**src/design/mips_pkg.sv**
```systemverilog
package mips_pkg;

    // ######################################
    // widths shared across the core
    // ######################################

    localparam int DATA_W    = 32;  // data and address word
    localparam int REG_IDX_W = 5;   // register index
    localparam int BE_W      = 4;   // byte enable, one bit per byte lane
    localparam int NUM_REGS  = 32;

    // byte distance between two consecutive instructions
    localparam logic [DATA_W-1:0] WORD_BYTES = 32'd4;

    // ######################################
    // address constants
    // ######################################

    localparam logic [DATA_W-1:0] RESET_VECTOR = 32'h0000_0004;  // first fetch after reset
    localparam logic [DATA_W-1:0] HALT_ADDR    = 32'h0000_0000;  // jumping here stops the core

    localparam logic [REG_IDX_W-1:0] REG_V0 = 5'd2;  // result register seen by the testbench

    // ######################################
    // instruction encodings
    // ######################################

    // primary opcode, bits 31:26 of the instruction
    typedef enum logic [5:0] {
        SPECIAL = 6'h00,  // R-type, operation given by funct
        BLEZ    = 6'h06,
        BGTZ    = 6'h07,
        ADDIU   = 6'h09,
        LW      = 6'h23,
        SW      = 6'h2b
    } opcode_e;

    // function field of SPECIAL, bits 5:0
    typedef enum logic [5:0] {
        SLL  = 6'h00,  // all-zero word is the NOP
        JR   = 6'h08,
        ADDU = 6'h21
    } funct_e;

    // ######################################
    // controller states
    // ######################################

    typedef enum logic [2:0] {
        IDLE,   // out of reset, waiting one cycle before the first fetch
        FETCH,  // instruction read on the Avalon port
        EXEC,   // decode, ALU write-back and PC update
        MEM,    // data read or write for LW and SW
        HALT    // parked after a jump to HALT_ADDR
    } cpu_state_e;

endpackage

```
**src/design/reg_file.sv**
```systemverilog
module reg_file (
    input  logic                           clk,
    input  logic                           rst_n,
    input  logic [mips_pkg::REG_IDX_W-1:0] rs_idx,
    input  logic [mips_pkg::REG_IDX_W-1:0] rt_idx,
    input  logic                           wr_en,
    input  logic [mips_pkg::REG_IDX_W-1:0] wr_idx,
    input  logic [mips_pkg::DATA_W-1:0]    wr_data,
    output logic [mips_pkg::DATA_W-1:0]    rs_val,
    output logic [mips_pkg::DATA_W-1:0]    rt_val,
    output logic [mips_pkg::DATA_W-1:0]    register_v0
);
    import mips_pkg::*;

    logic [DATA_W-1:0] regs [NUM_REGS];

    // ######################################
    // single write port
    // ######################################

    always_ff @(posedge clk) begin
        if (!rst_n) begin
            for (int i = 0; i < NUM_REGS; i++) begin
                regs[i] <= '0;
            end
        end else if (wr_en && (wr_idx != '0)) begin  // $zero is hard-wired
            regs[wr_idx] <= wr_data;
        end
    end

    // two asynchronous read ports
    assign rs_val = regs[rs_idx];
    assign rt_val = regs[rt_idx];

    // v0 is brought out so a test can see the result after the core halts
    assign register_v0 = regs[REG_V0];

    assert property (@(posedge clk) disable iff (!rst_n) regs[0] == '0);

endmodule

```
**src/design/alu_branch.sv**
```systemverilog
module alu_branch (
    input  logic [mips_pkg::DATA_W-1:0]    instr,
    input  logic [mips_pkg::DATA_W-1:0]    pc,
    input  logic [mips_pkg::DATA_W-1:0]    rs_val,
    input  logic [mips_pkg::DATA_W-1:0]    rt_val,
    output logic [mips_pkg::DATA_W-1:0]    alu_result,
    output logic [mips_pkg::DATA_W-1:0]    mem_addr,
    output logic [mips_pkg::REG_IDX_W-1:0] dest_idx,
    output logic                           writes_reg,
    output logic                           is_load,
    output logic                           is_store,
    output logic                           take_branch,
    output logic [mips_pkg::DATA_W-1:0]    branch_target
);
    import mips_pkg::*;

    opcode_e              opcode;
    funct_e               funct;
    logic [REG_IDX_W-1:0] rt_field;
    logic [REG_IDX_W-1:0] rd_field;
    logic [4:0]           shamt;
    logic [DATA_W-1:0]    imm_sext;
    logic [DATA_W-1:0]    rel_target;
    logic                 rs_le_zero;

    // ######################################
    // field extraction
    // ######################################

    assign opcode   = opcode_e'(instr[31:26]);
    assign funct    = funct_e'(instr[5:0]);
    assign rt_field = instr[20:16];
    assign rd_field = instr[15:11];
    assign shamt    = instr[10:6];
    assign imm_sext = {{16{instr[15]}}, instr[15:0]};

    // offset counts words from the delay slot
    assign rel_target = pc + WORD_BYTES + {imm_sext[DATA_W-3:0], 2'b00};

    assign rs_le_zero = rs_val[DATA_W-1] || (rs_val == '0);  // signed compare against zero

    assign mem_addr = rs_val + imm_sext;  // base plus offset for LW and SW

    // ######################################
    // decode and execute
    // ######################################

    always_comb begin
        alu_result    = '0;
        dest_idx      = rt_field;
        writes_reg    = 1'b0;
        is_load       = 1'b0;
        is_store      = 1'b0;
        take_branch   = 1'b0;
        branch_target = rel_target;

        case (opcode)
            SPECIAL: begin
                dest_idx = rd_field;
                case (funct)
                    SLL: begin
                        alu_result = rt_val << shamt;
                        writes_reg = 1'b1;
                    end
                    ADDU: begin
                        alu_result = rs_val + rt_val;  // no overflow trap
                        writes_reg = 1'b1;
                    end
                    JR: begin
                        take_branch   = 1'b1;
                        branch_target = rs_val;
                    end
                    default: begin
                        writes_reg = 1'b0;  // unsupported funct acts as a NOP
                    end
                endcase
            end
            ADDIU: begin
                alu_result = rs_val + imm_sext;
                writes_reg = 1'b1;
            end
            BLEZ: take_branch = rs_le_zero;
            BGTZ: take_branch = !rs_le_zero;
            LW: begin
                is_load    = 1'b1;
                writes_reg = 1'b1;
            end
            SW: is_store = 1'b1;
            default: begin
                writes_reg = 1'b0;
            end
        endcase
    end

endmodule

```
**src/design/cpu_control.sv**
```systemverilog
module cpu_control (
    input  logic                           clk,
    input  logic                           rst_n,
    input  logic                           waitrequest,
    input  logic [mips_pkg::DATA_W-1:0]    readdata,
    input  logic [mips_pkg::DATA_W-1:0]    rs_val,
    input  logic [mips_pkg::DATA_W-1:0]    rt_val,
    input  logic [mips_pkg::DATA_W-1:0]    alu_result,
    input  logic [mips_pkg::DATA_W-1:0]    mem_addr,
    input  logic [mips_pkg::REG_IDX_W-1:0] dest_idx,
    input  logic                           writes_reg,
    input  logic                           is_load,
    input  logic                           is_store,
    input  logic                           take_branch,
    input  logic [mips_pkg::DATA_W-1:0]    branch_target,
    output logic                           active,
    output logic [mips_pkg::DATA_W-1:0]    address,
    output logic                           read,
    output logic                           write,
    output logic [mips_pkg::DATA_W-1:0]    writedata,
    output logic [mips_pkg::BE_W-1:0]      byteenable,
    output logic [mips_pkg::DATA_W-1:0]    instr,
    output logic [mips_pkg::DATA_W-1:0]    pc,
    output logic [mips_pkg::REG_IDX_W-1:0] rs_idx,
    output logic [mips_pkg::REG_IDX_W-1:0] rt_idx,
    output logic                           wr_en,
    output logic [mips_pkg::REG_IDX_W-1:0] wr_idx,
    output logic [mips_pkg::DATA_W-1:0]    wr_data
);
    import mips_pkg::*;

    cpu_state_e        state;
    logic              branch_pending;  // the instruction in EXEC is a delay slot
    logic [DATA_W-1:0] pending_target;
    logic [DATA_W-1:0] next_pc;
    logic              fetch_done;
    logic              mem_done;

    assign fetch_done = (state == FETCH) && !waitrequest;
    assign mem_done   = (state == MEM) && !waitrequest;

    // a delay slot hands over to the saved target, everything else falls through
    assign next_pc = branch_pending ? pending_target : pc + WORD_BYTES;

    // ######################################
    // state machine and program counter
    // ######################################

    always_ff @(posedge clk) begin
        if (!rst_n) begin
            state          <= IDLE;
            pc             <= RESET_VECTOR;
            branch_pending <= 1'b0;
        end else begin
            case (state)
                IDLE: begin
                    state <= FETCH;
                end
                FETCH: begin
                    if (fetch_done) begin
                        state <= EXEC;
                    end
                end
                EXEC: begin
                    pc             <= next_pc;
                    branch_pending <= take_branch;  // arms the slot after this one
                    if (is_load || is_store) begin
                        state <= MEM;
                    end else if (next_pc == HALT_ADDR) begin
                        state <= HALT;
                    end else begin
                        state <= FETCH;
                    end
                end
                MEM: begin
                    // pc was already moved in EXEC, so the halt check looks at it directly
                    if (mem_done) begin
                        state <= (pc == HALT_ADDR) ? HALT : FETCH;
                    end
                end
                HALT: begin
                    state <= HALT;  // only reset leaves this state
                end
                default: begin
                    state <= IDLE;
                end
            endcase
        end
    end

    always_ff @(posedge clk) begin
        if (fetch_done) begin
            instr <= readdata;
        end
        if (state == EXEC && take_branch) begin
            pending_target <= branch_target;
        end
    end

    // ######################################
    // Avalon master and register write-back
    // ######################################

    assign active     = (state == FETCH) || (state == EXEC) || (state == MEM);
    assign read       = (state == FETCH) || ((state == MEM) && is_load);
    assign write      = (state == MEM) && is_store;
    assign address    = (state == FETCH) ? pc : mem_addr;
    assign writedata  = rt_val;         // SW stores rt
    assign byteenable = '1;             // word accesses only

    assign rs_idx = instr[25:21];
    assign rt_idx = instr[20:16];

    // ALU results land at the end of EXEC, load data when the read completes
    assign wr_en   = ((state == EXEC) && writes_reg && !is_load) || (mem_done && is_load);
    assign wr_idx  = dest_idx;
    assign wr_data = (state == MEM) ? readdata : alu_result;

    // ######################################
    // checks
    // ######################################

    assert property (@(posedge clk) disable iff (!rst_n) !(read && write));

    // a transfer held off by waitrequest keeps its address
    assert property (@(posedge clk) disable iff (!rst_n)
        (read || write) && waitrequest |=> $stable(address));

endmodule

```
**src/design/mips_cpu.sv**
```systemverilog
module mips_cpu (
    input  logic                        clk,
    input  logic                        rst_n,
    output logic                        active,
    output logic [mips_pkg::DATA_W-1:0] register_v0,
    output logic [mips_pkg::DATA_W-1:0] address,
    output logic                        read,
    output logic                        write,
    input  logic                        waitrequest,
    output logic [mips_pkg::DATA_W-1:0] writedata,
    output logic [mips_pkg::BE_W-1:0]   byteenable,
    input  logic [mips_pkg::DATA_W-1:0] readdata
);
    import mips_pkg::*;

    // register file ports
    logic [REG_IDX_W-1:0] rs_idx;
    logic [REG_IDX_W-1:0] rt_idx;
    logic [DATA_W-1:0]    rs_val;
    logic [DATA_W-1:0]    rt_val;
    logic                 wr_en;
    logic [REG_IDX_W-1:0] wr_idx;
    logic [DATA_W-1:0]    wr_data;

    // decode results coming back from the datapath
    logic [DATA_W-1:0]    instr;
    logic [DATA_W-1:0]    pc;
    logic [DATA_W-1:0]    alu_result;
    logic [DATA_W-1:0]    mem_addr;
    logic [REG_IDX_W-1:0] dest_idx;
    logic                 writes_reg;
    logic                 is_load;
    logic                 is_store;
    logic                 take_branch;
    logic [DATA_W-1:0]    branch_target;

    cpu_control u_control (
        .clk           (clk),
        .rst_n         (rst_n),
        .waitrequest   (waitrequest),
        .readdata      (readdata),
        .rs_val        (rs_val),
        .rt_val        (rt_val),
        .alu_result    (alu_result),
        .mem_addr      (mem_addr),
        .dest_idx      (dest_idx),
        .writes_reg    (writes_reg),
        .is_load       (is_load),
        .is_store      (is_store),
        .take_branch   (take_branch),
        .branch_target (branch_target),
        .active        (active),
        .address       (address),
        .read          (read),
        .write         (write),
        .writedata     (writedata),
        .byteenable    (byteenable),
        .instr         (instr),
        .pc            (pc),
        .rs_idx        (rs_idx),
        .rt_idx        (rt_idx),
        .wr_en         (wr_en),
        .wr_idx        (wr_idx),
        .wr_data       (wr_data)
    );

    reg_file u_reg_file (
        .clk         (clk),
        .rst_n       (rst_n),
        .rs_idx      (rs_idx),
        .rt_idx      (rt_idx),
        .wr_en       (wr_en),
        .wr_idx      (wr_idx),
        .wr_data     (wr_data),
        .rs_val      (rs_val),
        .rt_val      (rt_val),
        .register_v0 (register_v0)
    );

    alu_branch u_alu_branch (
        .instr         (instr),
        .pc            (pc),
        .rs_val        (rs_val),
        .rt_val        (rt_val),
        .alu_result    (alu_result),
        .mem_addr      (mem_addr),
        .dest_idx      (dest_idx),
        .writes_reg    (writes_reg),
        .is_load       (is_load),
        .is_store      (is_store),
        .take_branch   (take_branch),
        .branch_target (branch_target)
    );

endmodule

```
**config.mk**
```make
export PLATFORM = sky130hd
export DESIGN_NAME = mips_cpu
export DESIGN_NICKNAME = d
export VERILOG_FILES = /design/src/design/mips_pkg.sv /design/src/design/reg_file.sv /design/src/design/alu_branch.sv /design/src/design/cpu_control.sv /design/src/design/mips_cpu.sv
export SDC_FILE = /design/constraint.sdc
export NUM_CORES = 2
export LEC_CHECK = 0
export ABC_AREA = 0
export BUFFER_PORTS_ARGS = -buffer_cell sky130_fd_sc_hd__buf_2
export CAP_MARGIN = 25
export CORE_ASPECT_RATIO = 0.9
export CORE_UTILIZATION = 55
export CTS_BUF_LIST = sky130_fd_sc_hd__clkbuf_16
export CTS_CLUSTER_DIAMETER = 30
export DETAILED_ROUTE_END_ITERATION = 8
export PLACE_DENSITY = 0.68
export SYNTH_ARGS = -nofsm -noshare
export SYNTH_HDL_FRONTEND = slang
export SYNTH_SLANG_ARGS = --single-unit
```
**constraint.sdc**
```tcl
create_clock -name clk -period 6.7 [get_ports clk]
set_input_delay 1.005 -clock clk [delete_from_list [all_inputs] [get_ports clk]]
set_output_delay 1.005 -clock clk [all_outputs]
set_load 0.02 [all_outputs]
```
==> key figures <==
Logic synthesis
  • Seq/Total Area, Yosys: 51.4%
  • Fraction of registers with async set/reset: 0%
  • Synthesized area per cell: 11.4 sq um
  • Synth unique cells: 87
  • Synth warn: 0
  • Post-synth EDFFs: 1088
  • Mapped Area: 0.0653 sq mm
  • Flops & latches, synth: 1134
  • Post-synthesis instance total: 5730
  • Dominant synthesized flop cell: edfxtp_1

Status
  • Outcome: finished with violations
  • Failing checks: design-rule violations, negative setup slack

Route
  • Final ANT Viol Nets: 0
  • Met3 Wirelength: 57400 microns
  • Met2 Wirelength: 121000 microns
  • Initial DRC count: 11300
  • Top Layer Used: met5
  • Pre-antenna DRT Iters: 9
  • Drt wl/cell: 39.6 microns
  • Vias per cell: 7.56
  • DR vias: 59100
  • DRC: 3
  • Total wire length: 310000 microns
  • Metal1 wirelength: 104000 microns

Setup path
  • CP endpoint: u_reg_file.regs[15][28]$_SDFFCE_PN0P_
  • CP Data Required Time: 7.24 ns
  • CP Capture Type: register
  • Max Fanout on Critical Path: 31
  • CP Launch Type: register
  • Reg2reg end: u_reg_file.regs[15][28]$_SDFFCE_PN0P_
  • Stages on worst setup path: 17
  • CP Buf/Inv Count: 4
  • Worst reg2reg setup slack: -0.008 ns
  • Crit Path Class: reg2reg
  • Crit path max-delay family: simple AND/OR/NAND/NOR gates
  • Path depth of the worst reg2reg path: 17
  • Critical Path Slowest Stage Cell: nor4_1
  • Critical Path Max Stage Delay: 0.68 ns
  • WP data arrival: 7.24 ns
  • CP Cell Sequence: nand4b_1 > buf_4 > buf_4 > o22ai_1 > nor4_1 > nand3_1 > ha_1 > nand2_1 > nor3_1 > o21ai_0 > buf_4 > a211oi_1 > nor3_1 > xnor2_1 > a2111oi_2 > buf_12 > nor3_1

Clock network
  • Insertion delay to the later sink of the worst-skew pair: 0.90 ns
  • Clock sinks: 1134
  • CTS max path bufs: 3
  • Total CTS buffers: 223
  • Root buffer cell: clkbuf_16
  • CTS tree: yes
  • Worst-path clk slew: 0.05 ns
  • Hold_buf cts: 0
  • H-tree depth: 4

GRT
  • GRT Total Usage: 50.4%
  • Largest net degree at the start of global routing: 57
  • Vias in the first global route: 54600
  • Total grt overflow: 0
  • Antenna violations before repair: 22
  • First-pass GRT wire length: 416000 microns

STA
  • Worst slew pin tran: 1.16 ns
  • Final Hold Viols: 0
  • RSZ-0062 raised after global routing: no
  • Fmax: 149 MHz
  • Fin crit share: 100%
  • Post-route setup slack: -0.00809 ns
  • Tmin final: 6.71 ns
  • Final setup viols: 2
  • Final slew viol count: 0
  • Post-route clock skew: 0.101 ns
  • Slew headroom: 21.9%

Finish
  • Layout cells sized above 1: 22.6%
  • Final core utilization: 67.3%
  • Layout Cells excl Fill: 7815
  • Final net count: 6156
  • Layout area overhead: 20.9%

Power and ir drop
  • Static leakage: 0.0295 uW
  • VDD IR max: 276 uV
  • PwrDens: 311 mW/mm^2
  • Pwr Total: 24600 uW

Floorplanning
  • Initial Utilization: 55.7%
  • Row count: 119
  • Core area: 0.117 sq mm
  • Die width: 365 microns
  • Die Area: 0.120 sq mm
  • Num ports: 138
  • Chip height: 329 microns

Placed design
  • Dpl hpwl: 196000 microns
  • Placer Congestion: 1.05
  • Inst Count DP: 7330
  • Port Buffer Count: 133

Job
  • Max-cap viol count: 0

Worst hold path
  • Worst hold path type: in2reg
[cell type report]
cell class / instances / area [sq um]
Clock inverter: 196 / 2440
Clock buffer: 224 / 5610
Multi-Input combinational cell: 4051 / 30400
Inverter: 62 / 234
Timing Repair Buffer: 553 / 4710
Tap cell: 1573 / 1970
Fill cell: 8715 / 38300
Antenna cell: 22 / 55.1
Sequential cell: 1134 / 33600
[synthesized netlist by cell type (112+ instances only)]
cell / count / area, sq um
mux4_2: 207 / 4660
clkbuf_1: 367 / 1380
a22oi_1: 177 / 1330
nor3_1: 139 / 696
nand2_1: 319 / 1200
a21oi_1: 150 / 751
edfxtp_1: 1088 / 32700
nand3_1: 112 / 561
o21ai_0: 128 / 641
nor2_1: 1005 / 3770
o22ai_1: 131 / 820
mux2i_1: 704 / 7050
[power by group]
group          total [uW]  internal (uW)  switching [uW]
combinational        4580           1570            3010
sequential           8200           8000             200
clock               11800           7530            4290
[flip-flops by register name, indices dropped and copies added, names as in the netlist, named ones only]
signal and count:
u_control.branch_pending 1, u_control.instr 32, u_control.pending_target 32, u_reg_file.regs 1024
u_control.state 3, u_control.pc 32
[layer usage]
metal,GRT usage [%],vias up
met2,67.4,6479
li1,-,22600
met1,64.0,28300
met4,34.6,20
met5,0.588,-
met3,24.1,1689
[stage by stage]
| stage | setup TNS [ns] | cell area (sq um) | worst slack (ns) | hold WS (ns) |
|---|---|---|---|---|
| floorplan | 0 | 65500 | 0.326 | 0.449 |
| finish | -0.0146 | 79000 | -0.00809 | 0.348 |
| CTS | 0 | 78500 | 0.00730 | 0.320 |
| detailed placement | 0 | 70200 | 0.204 | 0.512 |
| global placement | 0 | 70200 | 0.169 | 0.496 |
| global route | 0 | 79000 | 0.00978 | 0.333 |
[timing repair]
item                       in CTS  in global routing
setup buffers                  16                 20
cloned                          2                  3
setup endpoints to repair      20                 11
pin swaps                       0                  4
resized for setup              16                 24
[worst reg2reg max path, stage by stage (launching register included)]
cell and delay [ns]:
dfxtp_1 0.60, nand4b_1 0.59, buf_4 0.35, buf_4 0.34
o22ai_1 0.28, nor4_1 0.69, nand3_1 0.40, ha_1 0.50
nand2_1 0.11, nor3_1 0.48, o21ai_0 0.33, buf_4 0.24
a211oi_1 0.36, nor3_1 0.12, xnor2_1 0.21, a2111oi_2 0.50
buf_12 0.26, nor3_1 0.10
[placed cells by master (no fill, tap or decap), types with 93 or more instances in the layout]
cell          n
edfxtp_1   1088
nor2_1      993
mux2i_1     702
buf_4       348
nand2_1     257
clkbuf_16   226
mux4_2      207
a22oi_1     176
a21oi_1     150
nor3_1      138
buf_2       134
o22ai_1     123
o21ai_0     118
nand3_1     111
ha_1         93
[kinds of logic after synthesis]
family | after synthesis | share of synthesized area [%]
and+or+nand+nor | 1830 | 12.2
xor gates and xnor gates | 97 | 1.30
other | 2 | 0.0115
AOI/OAI and AO/OA | 1058 | 11.3
muxes | 933 | 18.3
adders and majority gates | 96 | 1.87
DFF | 1134 | 51.4
buffers and inverters | 580 | 3.68
[worst min-delay path by stage]
stage	slack, ns	cells after the start	end	from
4_1_cts	0.32	1	u_control.instr[7]$_DFFE_PP_	readdata[7]
2_1_floorplan	0.45	1	register	u_control.instr[25]$_DFFE_PP_
3_5_place_dp	0.51	2	u_control.pc[26]$_SDFFE_PN0P_	u_control.pending_target[26]$_DFFE_PP_
5_1_grt	0.33	1	u_control.instr[7]$_DFFE_PP_	readdata[7]
3_3_place_gp	0.50	2	u_control.pc[0]$_SDFFE_PN0P_	u_control.pending_target[0]$_DFFE_PP_
6_report	0.35	1	u_control.instr[7]$_DFFE_PP_	readdata[7]
(Power assumes the default switching activity.)
